**config.mk**
```make
export PLATFORM = sky130hd
export DESIGN_NAME = issue_top
export DESIGN_NICKNAME = d
export VERILOG_FILES = /design/src/source/isa_pkg.sv /design/src/source/issue_pkg.sv /design/src/source/issue_hold_stage.sv /design/src/source/issue_classify.sv /design/src/source/issue_dispatch.sv /design/src/source/issue_lane_reg.sv /design/src/source/issue_top.sv
export VERILOG_INCLUDE_DIRS = /design/src /design/src/source
export SDC_FILE = /design/constraint.sdc
export NUM_CORES = 1
export LEC_CHECK = 0
export BUFFER_PORTS_ARGS = -buffer_cell sky130_fd_sc_hd__buf_4
export CAP_MARGIN = 20
export CORE_AREA = 5 5 337 339
export CTS_BUF_LIST = sky130_fd_sc_hd__clkbuf_16
export CTS_CLUSTER_DIAMETER = 40
export DETAILED_ROUTE_END_ITERATION = 10
export DIE_AREA = 0 0 342 344
export SYNTH_ARGS = -nofsm -noshare
export SYNTH_HDL_FRONTEND = slang
export SYNTH_SLANG_ARGS = --single-unit
```
**constraint.sdc**
```tcl
create_clock -name clk -period 9.4 [get_ports clk]
set_input_delay 0.47 -clock clk [delete_from_list [all_inputs] [get_ports clk]]
set_output_delay 0.47 -clock clk [all_outputs]
set_load 0.03 [all_outputs]
```
**src/source/issue_defs.svh**
```systemverilog
// ############################
// Widths and lane indices
// ############################
`ifndef ISSUE_DEFS_SVH
`define ISSUE_DEFS_SVH

// Data and register index widths
`define XLEN        32
`define REG_ADDR_W  5

// Execution lanes, also the bit order of the busy vector
`define NUM_LANES   5
`define LANE_ALU    0
`define LANE_BR     1
`define LANE_MDU0   2
`define LANE_MDU1   3
`define LANE_LSU    4

`endif

```
**src/source/isa_pkg.sv**
```systemverilog
// ############################
// Opcode and lane command enums
// ############################
package isa_pkg;

    // Decoded opcodes of the supported subset
    typedef enum logic [5:0] {
        OP_NOP, OP_FENCE,
        // Integer arithmetic and logic
        OP_LUI, OP_AUIPC, OP_ADDI, OP_XORI, OP_ORI, OP_ANDI,
        OP_ADD, OP_SUB, OP_OR, OP_AND, OP_XOR,
        // Compare, jumps and branches
        OP_SLTI, OP_SLTIU, OP_JAL, OP_JALR, OP_SLT, OP_SLTU,
        OP_BEQ, OP_BNE, OP_BLT, OP_BGE, OP_BLTU, OP_BGEU,
        OP_ECALL, OP_EBREAK, OP_MRET,
        // Shifts, multiply and divide
        OP_SLLI, OP_SRLI, OP_SRAI, OP_SLL, OP_SRL, OP_SRA,
        OP_MUL, OP_MULH, OP_MULHU, OP_MULHSU,
        OP_DIV, OP_DIVU, OP_REM, OP_REMU,
        // Loads and stores
        OP_LB, OP_LH, OP_LW, OP_LBU, OP_LHU,
        OP_SB, OP_SH, OP_SW
    } opcodes_t;

    // Lane commands, C_NONE must stay at zero (idle lane)
    typedef enum logic [5:0] {
        C_NONE = 6'd0,
        C_ADD, C_SUB, C_XOR, C_OR, C_AND,
        C_SLT, C_SLTU,
        C_BEQ, C_BNE, C_BLT, C_BGE, C_BLTU, C_BGEU,
        C_JAL, C_JALR,
        C_ECALL, C_EBREAK, C_MRET,
        C_SLL, C_SRL, C_SRA,
        C_MUL, C_MULH, C_MULHU, C_MULHSU,
        C_DIV, C_DIVU, C_REM, C_REMU,
        C_LB, C_LH, C_LW, C_LBU, C_LHU,
        C_SB, C_SH, C_SW
    } alu_cmd_t;

endpackage

```
**src/source/issue_pkg.sv**
```systemverilog
// ############################
// Decoded instruction, lane request
// and lane class types
// ############################
`include "issue_defs.svh"

package issue_pkg;
    import isa_pkg::*;

    // Instruction as delivered by the decoder
    typedef struct packed {
        logic [`REG_ADDR_W-1:0] rs1;
        logic [`REG_ADDR_W-1:0] rs2;
        logic [`REG_ADDR_W-1:0] rd;
        logic [`XLEN-1:0]       imm;
        logic [`XLEN-1:0]       addr;
        opcodes_t               opcode;
        logic                   branch_taken;
    } dec_instr_t;

    // Lane class of an instruction, MDU covers both multiply lanes
    typedef enum logic [2:0] {
        CLS_ALU,
        CLS_BR,
        CLS_MDU,
        CLS_LSU
    } lane_class_t;

    // Request on one execution lane, all zero when idle
    typedef struct packed {
        alu_cmd_t               cmd;
        logic [`XLEN-1:0]       arg0;
        logic [`XLEN-1:0]       arg1;
        logic [`XLEN-1:0]       addr;
        logic [`XLEN-1:0]       imm;
        logic [`REG_ADDR_W-1:0] rd;
    } lane_req_t;

    // Branch lane adds the prediction made by the front end
    typedef struct packed {
        lane_req_t req;
        logic      predict_taken;
    } branch_req_t;

endpackage

```
**src/source/issue_hold_stage.sv**
```systemverilog
// ############################
// Waiting register for the
// decoded instruction
// ############################
`timescale 1ns/1ps

module issue_hold_stage
    import issue_pkg::*;
(
    input  logic       clk,
    input  logic       rst_n,
    input  logic       i_flush,
    input  logic       i_stall,
    input  logic       i_dec_valid,
    input  dec_instr_t i_dec_instr,
    output logic       o_held_valid,
    output dec_instr_t o_held_instr
);

    // Valid bit, flush wins over a new instruction in the same cycle
    always_ff @(posedge clk or negedge rst_n) begin
        if (!rst_n) begin
            o_held_valid <= 1'b0;
        end else if (i_flush) begin
            o_held_valid <= 1'b0;
        end else if (!i_stall) begin
            o_held_valid <= i_dec_valid;
        end
    end

    // Instruction fields, only captured when a valid one comes in
    always_ff @(posedge clk) begin
        if (!i_stall && i_dec_valid) begin
            o_held_instr <= i_dec_instr;
        end
    end

endmodule

```
**src/source/issue_classify.sv**
```systemverilog
// ############################
// Opcode to lane class and command,
// operand selection
// ############################
`timescale 1ns/1ps
`include "issue_defs.svh"

module issue_classify
    import isa_pkg::*;
    import issue_pkg::*;
(
    input  dec_instr_t             i_held_instr,
    input  logic [`XLEN-1:0]       i_reg_rd0,
    input  logic [`XLEN-1:0]       i_reg_rd1,
    output logic [`REG_ADDR_W-1:0] o_reg_ra0,
    output logic [`REG_ADDR_W-1:0] o_reg_ra1,
    output lane_class_t            o_cls,
    output lane_req_t              o_req
);

    alu_cmd_t cmd;
    logic     arg1_imm;
    logic     rd_zero;

    // Register file read addresses come straight from the held instruction
    assign o_reg_ra0 = i_held_instr.rs1;
    assign o_reg_ra1 = i_held_instr.rs2;

    // Lane class and immediate select
    always_comb begin
        o_cls    = CLS_ALU;
        arg1_imm = 1'b0;
        rd_zero  = 1'b0;
        case (i_held_instr.opcode)
            // Executed as an add whose result is dropped
            OP_NOP, OP_FENCE: rd_zero = 1'b1;
            OP_LUI, OP_AUIPC, OP_ADDI, OP_XORI, OP_ORI, OP_ANDI: arg1_imm = 1'b1;
            OP_ADD, OP_SUB, OP_OR, OP_AND, OP_XOR: o_cls = CLS_ALU;
            OP_SLTI, OP_SLTIU, OP_JAL, OP_JALR: begin
                o_cls    = CLS_BR;
                arg1_imm = 1'b1;
            end
            OP_SLT, OP_SLTU, OP_BEQ, OP_BNE, OP_BLT, OP_BGE, OP_BLTU, OP_BGEU,
            OP_ECALL, OP_EBREAK, OP_MRET: o_cls = CLS_BR;
            OP_SLLI, OP_SRLI, OP_SRAI: begin
                o_cls    = CLS_MDU;
                arg1_imm = 1'b1;
            end
            OP_SLL, OP_SRL, OP_SRA, OP_MUL, OP_MULH, OP_MULHU, OP_MULHSU,
            OP_DIV, OP_DIVU, OP_REM, OP_REMU: o_cls = CLS_MDU;
            OP_LB, OP_LH, OP_LW, OP_LBU, OP_LHU,
            OP_SB, OP_SH, OP_SW: o_cls = CLS_LSU;
            default: o_cls = CLS_ALU;
        endcase
    end

    // Lane command, register and immediate forms share one command
    always_comb begin
        case (i_held_instr.opcode)
            OP_NOP, OP_FENCE, OP_LUI, OP_AUIPC, OP_ADDI, OP_ADD: cmd = C_ADD;
            OP_SUB:             cmd = C_SUB;
            OP_XORI, OP_XOR:    cmd = C_XOR;
            OP_ORI, OP_OR:      cmd = C_OR;
            OP_ANDI, OP_AND:    cmd = C_AND;
            OP_SLTI, OP_SLT:    cmd = C_SLT;
            OP_SLTIU, OP_SLTU:  cmd = C_SLTU;
            OP_BEQ:             cmd = C_BEQ;
            OP_BNE:             cmd = C_BNE;
            OP_BLT:             cmd = C_BLT;
            OP_BGE:             cmd = C_BGE;
            OP_BLTU:            cmd = C_BLTU;
            OP_BGEU:            cmd = C_BGEU;
            OP_JAL:             cmd = C_JAL;
            OP_JALR:            cmd = C_JALR;
            OP_ECALL:           cmd = C_ECALL;
            OP_EBREAK:          cmd = C_EBREAK;
            OP_MRET:            cmd = C_MRET;
            OP_SLLI, OP_SLL:    cmd = C_SLL;
            OP_SRLI, OP_SRL:    cmd = C_SRL;
            OP_SRAI, OP_SRA:    cmd = C_SRA;
            OP_MUL:             cmd = C_MUL;
            OP_MULH:            cmd = C_MULH;
            OP_MULHU:           cmd = C_MULHU;
            OP_MULHSU:          cmd = C_MULHSU;
            OP_DIV:             cmd = C_DIV;
            OP_DIVU:            cmd = C_DIVU;
            OP_REM:             cmd = C_REM;
            OP_REMU:            cmd = C_REMU;
            OP_LB:              cmd = C_LB;
            OP_LH:              cmd = C_LH;
            OP_LW:              cmd = C_LW;
            OP_LBU:             cmd = C_LBU;
            OP_LHU:             cmd = C_LHU;
            OP_SB:              cmd = C_SB;
            OP_SH:              cmd = C_SH;
            OP_SW:              cmd = C_SW;
            default:            cmd = C_NONE;
        endcase
    end

    // Request as seen by the lane
    always_comb begin
        o_req.cmd  = cmd;
        o_req.arg0 = i_reg_rd0;
        o_req.arg1 = arg1_imm ? i_held_instr.imm : i_reg_rd1;
        o_req.addr = i_held_instr.addr;
        o_req.imm  = i_held_instr.imm;
        o_req.rd   = rd_zero ? '0 : i_held_instr.rd;
    end

endmodule

```
**src/source/issue_dispatch.sv**
```systemverilog
// ############################
// Lane selection, load strobes
// and stall
// ############################
`timescale 1ns/1ps
`include "issue_defs.svh"

module issue_dispatch
    import issue_pkg::*;
(
    input  logic                  i_held_valid,
    input  lane_class_t           i_cls,
    input  logic [`NUM_LANES-1:0] i_lane_busy,
    output logic [`NUM_LANES-1:0] o_load,
    output logic                  o_stall
);

    // One-hot target lane for the held class
    logic [`NUM_LANES-1:0] target_oh;
    logic                  target_free;

    always_comb begin
        target_oh = '0;
        case (i_cls)
            CLS_BR:  target_oh[`LANE_BR] = 1'b1;
            CLS_LSU: target_oh[`LANE_LSU] = 1'b1;
            CLS_MDU: begin
                // MDU0 first, MDU1 only takes over while MDU0 is busy
                if (!i_lane_busy[`LANE_MDU0]) begin
                    target_oh[`LANE_MDU0] = 1'b1;
                end else begin
                    target_oh[`LANE_MDU1] = 1'b1;
                end
            end
            default: target_oh[`LANE_ALU] = 1'b1;
        endcase
    end

    assign target_free = |(target_oh & ~i_lane_busy);

    // At most one strobe since the target is one-hot
    assign o_load  = i_held_valid ? (target_oh & ~i_lane_busy) : '0;
    assign o_stall = i_held_valid & ~target_free;

endmodule

```
**src/source/issue_lane_reg.sv**
```systemverilog
// ############################
// Output register of one lane
// ############################
`timescale 1ns/1ps

module issue_lane_reg #(
    parameter type payload_t = logic [7:0]
) (
    input  logic     clk,
    input  logic     rst_n,
    input  logic     i_flush,
    input  logic     i_load,
    input  payload_t i_payload,
    output payload_t o_payload
);

    // A request lives for one cycle, the all-zero payload is the idle lane
    always_ff @(posedge clk or negedge rst_n) begin
        if (!rst_n) begin
            o_payload <= '0;
        end else if (i_flush || !i_load) begin
            o_payload <= '0;
        end else begin
            o_payload <= i_payload;
        end
    end

endmodule

```
**src/source/issue_top.sv**
```systemverilog
// ############################
// Issue stage top level
// ############################
`timescale 1ns/1ps
`include "issue_defs.svh"

module issue_top
    import issue_pkg::*;
(
    input  logic                   clk,
    input  logic                   rst_n,
    input  logic                   i_flush,

    // Decoder side
    input  logic                   i_dec_valid,
    input  dec_instr_t             i_dec_instr,
    output logic                   o_dec_busy,

    // Register file read port, data returns in the same cycle
    output logic [`REG_ADDR_W-1:0] o_reg_ra0,
    output logic [`REG_ADDR_W-1:0] o_reg_ra1,
    input  logic [`XLEN-1:0]       i_reg_rd0,
    input  logic [`XLEN-1:0]       i_reg_rd1,

    // Execution lanes
    input  logic [`NUM_LANES-1:0]  i_lane_busy,
    output lane_req_t              o_lane_alu,
    output branch_req_t            o_lane_br,
    output lane_req_t              o_lane_mdu0,
    output lane_req_t              o_lane_mdu1,
    output lane_req_t              o_lane_lsu
);

    logic                  held_valid;
    dec_instr_t            held_instr;
    lane_req_t             req;
    lane_class_t           cls;
    logic [`NUM_LANES-1:0] load;
    logic                  stall;
    branch_req_t           br_req;

    issue_hold_stage issue_hold_stage_inst (
        .clk          (clk),
        .rst_n        (rst_n),
        .i_flush      (i_flush),
        .i_stall      (stall),
        .i_dec_valid  (i_dec_valid),
        .i_dec_instr  (i_dec_instr),
        .o_held_valid (held_valid),
        .o_held_instr (held_instr)
    );

    issue_classify issue_classify_inst (
        .i_held_instr (held_instr),
        .i_reg_rd0    (i_reg_rd0),
        .i_reg_rd1    (i_reg_rd1),
        .o_reg_ra0    (o_reg_ra0),
        .o_reg_ra1    (o_reg_ra1),
        .o_cls        (cls),
        .o_req        (req)
    );

    issue_dispatch issue_dispatch_inst (
        .i_held_valid (held_valid),
        .i_cls        (cls),
        .i_lane_busy  (i_lane_busy),
        .o_load       (load),
        .o_stall      (stall)
    );

    // Decoder waits as long as the held instruction cannot leave
    assign o_dec_busy = stall;

    // Branch lane carries the front end prediction along
    assign br_req.req           = req;
    assign br_req.predict_taken = held_instr.branch_taken;

    issue_lane_reg #(.payload_t(lane_req_t)) lane_alu_inst (
        .clk       (clk),
        .rst_n     (rst_n),
        .i_flush   (i_flush),
        .i_load    (load[`LANE_ALU]),
        .i_payload (req),
        .o_payload (o_lane_alu)
    );

    issue_lane_reg #(.payload_t(branch_req_t)) lane_br_inst (
        .clk       (clk),
        .rst_n     (rst_n),
        .i_flush   (i_flush),
        .i_load    (load[`LANE_BR]),
        .i_payload (br_req),
        .o_payload (o_lane_br)
    );

    issue_lane_reg #(.payload_t(lane_req_t)) lane_mdu0_inst (
        .clk       (clk),
        .rst_n     (rst_n),
        .i_flush   (i_flush),
        .i_load    (load[`LANE_MDU0]),
        .i_payload (req),
        .o_payload (o_lane_mdu0)
    );

    issue_lane_reg #(.payload_t(lane_req_t)) lane_mdu1_inst (
        .clk       (clk),
        .rst_n     (rst_n),
        .i_flush   (i_flush),
        .i_load    (load[`LANE_MDU1]),
        .i_payload (req),
        .o_payload (o_lane_mdu1)
    );

    issue_lane_reg #(.payload_t(lane_req_t)) lane_lsu_inst (
        .clk       (clk),
        .rst_n     (rst_n),
        .i_flush   (i_flush),
        .i_load    (load[`LANE_LSU]),
        .i_payload (req),
        .o_payload (o_lane_lsu)
    );

endmodule

```
==> impl_metrics.ini <==
[status]
status = complete, no violations

[yosys]
netlist_instances = 1769
avgSynthCellArea_um2 = 14.6
yosys_warnings = 0
syn_area_um2 = 25900
synth-main-ff-cell = dfrtp_1
ys_ff_latch = 789
synth.net_count = 1935
synth-async-reset-ratio_pct = 88.3
synth_cell_type_count = 67
seq_area_frac_synth_pct = 77.9
synth_edf_count = 86

[clock_network]
cts_buffers = 107
cts_tree = built
cts_htree_levels = 3
cts_sinks = 789
clock_latency_ns = 0.70
clkSlewWorstSetupHoldPaths_ns = 0.05
clock-root-buffer = clkbuf_16
cts_buffer_depth = 3

[power]
intPower_mw = 6.14
power.switching_mw = 1.99
clkPwrFrac_pct = 50.4
switching_share_pct = 24.5
ir_drop_mv = 0.175
p_seq_share_pct = 44.0
pwr-share-comb_pct = 5.6
power.leakage_nw = 20.2
pwr_density_cell_nw_per_um2 = 209

[route]
drt-initial-drc-count = 814
postRouteAntennaNets = 0
via_per_inst = 3.90
top_layer = met5
wl_per_cell_um = 20.0
num_vias = 17033
firstDrtPassIters = 5
routed_wl_um = 87000
drc_errors = 0
wl_met3_um = 7640
routedLengthMet1_um = 32000
wl_met2_um = 43200

[global_routing]
first_global_vias = 18403
grt_antenna_before_repair = 7
overflow = 0
grt_pass1_wl_um = 124000
groute.usage.overall_pct = 14.2
grt_max_degree = 167

[sta]
final-hold-violation-count = 0
worst-slew-pin-transition_ns = 0.978
fin_setup_tns_ns = 0
clock_skew_ns = 0.0601
rsz0062_at_grt = no
fin_ws_ns = 5.64
timing.final.crit_share_pct = 40.0
slew_headroom_pct = 34.8
setup_violations = 0
finalMaxSlewViolations = 0
fmax_mhz = 266
post-route-min-period_ns = 3.76

[layout]
nFillCells = 10674
layout_commonest_cell = buf_4
design_area_um2 = 38900
area_delta_synth_final_pct = 50.3
multi_input_area_um2 = 5290
seq_area_um2 = 20100
final_cell_mix = 879 x buf_4, 697 x dfrtp_1, 513 x and2_1, 197 x nor2_1, 108 x clkbuf_16
drive_above_1_share_pct = 38.2
nets = 2941

[placed_design]
gp_congestion = 0.804
pre_cts_ws_ns = 5.67
hpwl_um = 61700
dpl_cell_area_um2 = 34100
numPortBuffers = 865

[die]
die_y_um = 344
ios = 866
core_area_um2 = 110000
die_width_um = 342
die-area_um2 = 118000
start_util_pct = 23.5
rows = 122

[worst_setup_path]
slowest_stage = buf_4
critPathMaxFanout = 46
cp-start-kind = register
crit_type = reg -> reg
path_delay_family = buffers and inverters
slowest_delay_ns = 0.69
endpoint_kind = register
worstPathRequired_ns = 9.67
cp.buffers_inverters = 2
ff2ff_setup_slack_ns = 5.64
worstPathCellList = and4b_4 -> nor4_2 -> o211ai_2 -> a31o_4 -> inv_4 -> buf_4
arrival_ns = 4.03

[run]
cap_viol_max_count = 0

[min_path]
hp-class = in -> reg
logic make-up (layout without fill, tap and decap cells):
family / count (synthesis) / in the layout / share of synthesized area, %
simple gates: 770 / 770 / 16.6
compound gates: 50 / 50 / 1.52
other cells: 0 / 7 / 0
fa+ha+maj: 7 / 7 / 0.339
mux: 43 / 43 / 1.81
buf+inv: 110 / 1208 / 1.81
flops: 789 / 789 / 77.9
flip-flops by register name (all words and copies together) (netlist names):
name and flops:
issue_hold_stage_inst.o_held_valid 1, lane_br_inst.o_payload 140, lane_lsu_inst.o_payload 139, lane_alu_inst.o_payload 139, issue_classify_inst.cmd 6, lane_mdu1_inst.o_payload 139
issue_hold_stage_inst.o_held_instr 86, lane_mdu0_inst.o_payload 139
timing repair:
| action | 4_1_cts | 5_1_grt |
|---|---|---|
| hold buffers | 105 | 0 |
| buffers inserted | 0 | 0 |
| endpoints found under the hold margin | 243 | 0 |
| resized for setup | 0 | 0 |
cell usage after synthesis, types with 4 or more instances:
cell type,count,area [µm²]
clkbuf_1,74,278
and2_1,513,3210
nor2b_1,4,25.0
buf_2,6,30.0
nor3_1,5,25.0
mux2i_1,37,370
edfxtp_1,86,2580
buf_4,11,82.6
nand3_1,9,45.0
nand2_1,17,63.8
nor2_1,199,747
ha_1,7,87.6
o211ai_1,4,30.0
a21oi_1,8,40.0
inv_1,15,56.3
o21ai_0,5,25.0
and3_1,4,25.0
dfxtp_1,6,120
dfrtp_1,697,17400
per-layer routing:
layer	track usage (%)	vias to the layer above
met3	5.08	189
li1	-	7639
met5	0	-
met1	16.0	8503
met4	6.83	4
met2	24.2	698
power groups by stage:
stage,Combinational (mW),Sequential (mW),Clock [mW]
after detailed placement,0.421,3.64,0
after CTS,0.462,3.58,4.19
after floorplan,0.136,3.66,0
final,0.453,3.58,4.10
after global routing,0.490,3.59,4.35
after global placement,0.416,3.64,0
final cells by class:
type	instances	share of cell area, %
clock inverters	93	2.62
multi-input cells	870	13.6
clock buffers	108	6.95
well taps	1488	4.79
repair buffers	990	20.0
diodes	7	0.0451
inverters	17	0.171
flip-flops and latches	789	51.8
per-stage QoR:
stage | std cells | hold slack (ns) | util [%] | total power, mW
after floorplan | 1769 | 0.174 | - | 3.79
after global placement | 4047 | 0.428 | 30.9 | 4.06
after detailed placement | 4049 | 0.452 | 31.0 | 4.06
after CTS | 4355 | 0.000186 | 35.3 | 8.23
after global routing | 4357 | 0.0144 | 35.3 | 8.43
final | 4362 | 0.0611 | 35.3 | 8.13
final timing paths:
kind | to | depth (start not counted) | startpoint
hold / removal | issue_hold_stage_inst.o_held_valid | 3 | i_dec_valid
setup / recovery | issue_hold_stage_inst.o_held_instr[39] | 6 | issue_hold_stage_inst.o_held_instr[3]
max in group asynchronous | lane_lsu_inst.o_payload[120] | 4 | rst_n
min in group asynchronous | lane_mdu0_inst.o_payload[41] | 2 | rst_n
hold reg to reg | lane_br_inst.o_payload[0] | 1 | issue_hold_stage_inst.o_held_instr[0]
setup reg to reg | issue_hold_stage_inst.o_held_instr[39] | 6 | issue_hold_stage_inst.o_held_instr[3]
worst min-delay path: stages:
cell    delay (ns)
buf_4         0.11
nor2_1        0.05
nor2_1        0.08
Power figures use the tool's default switching activity.
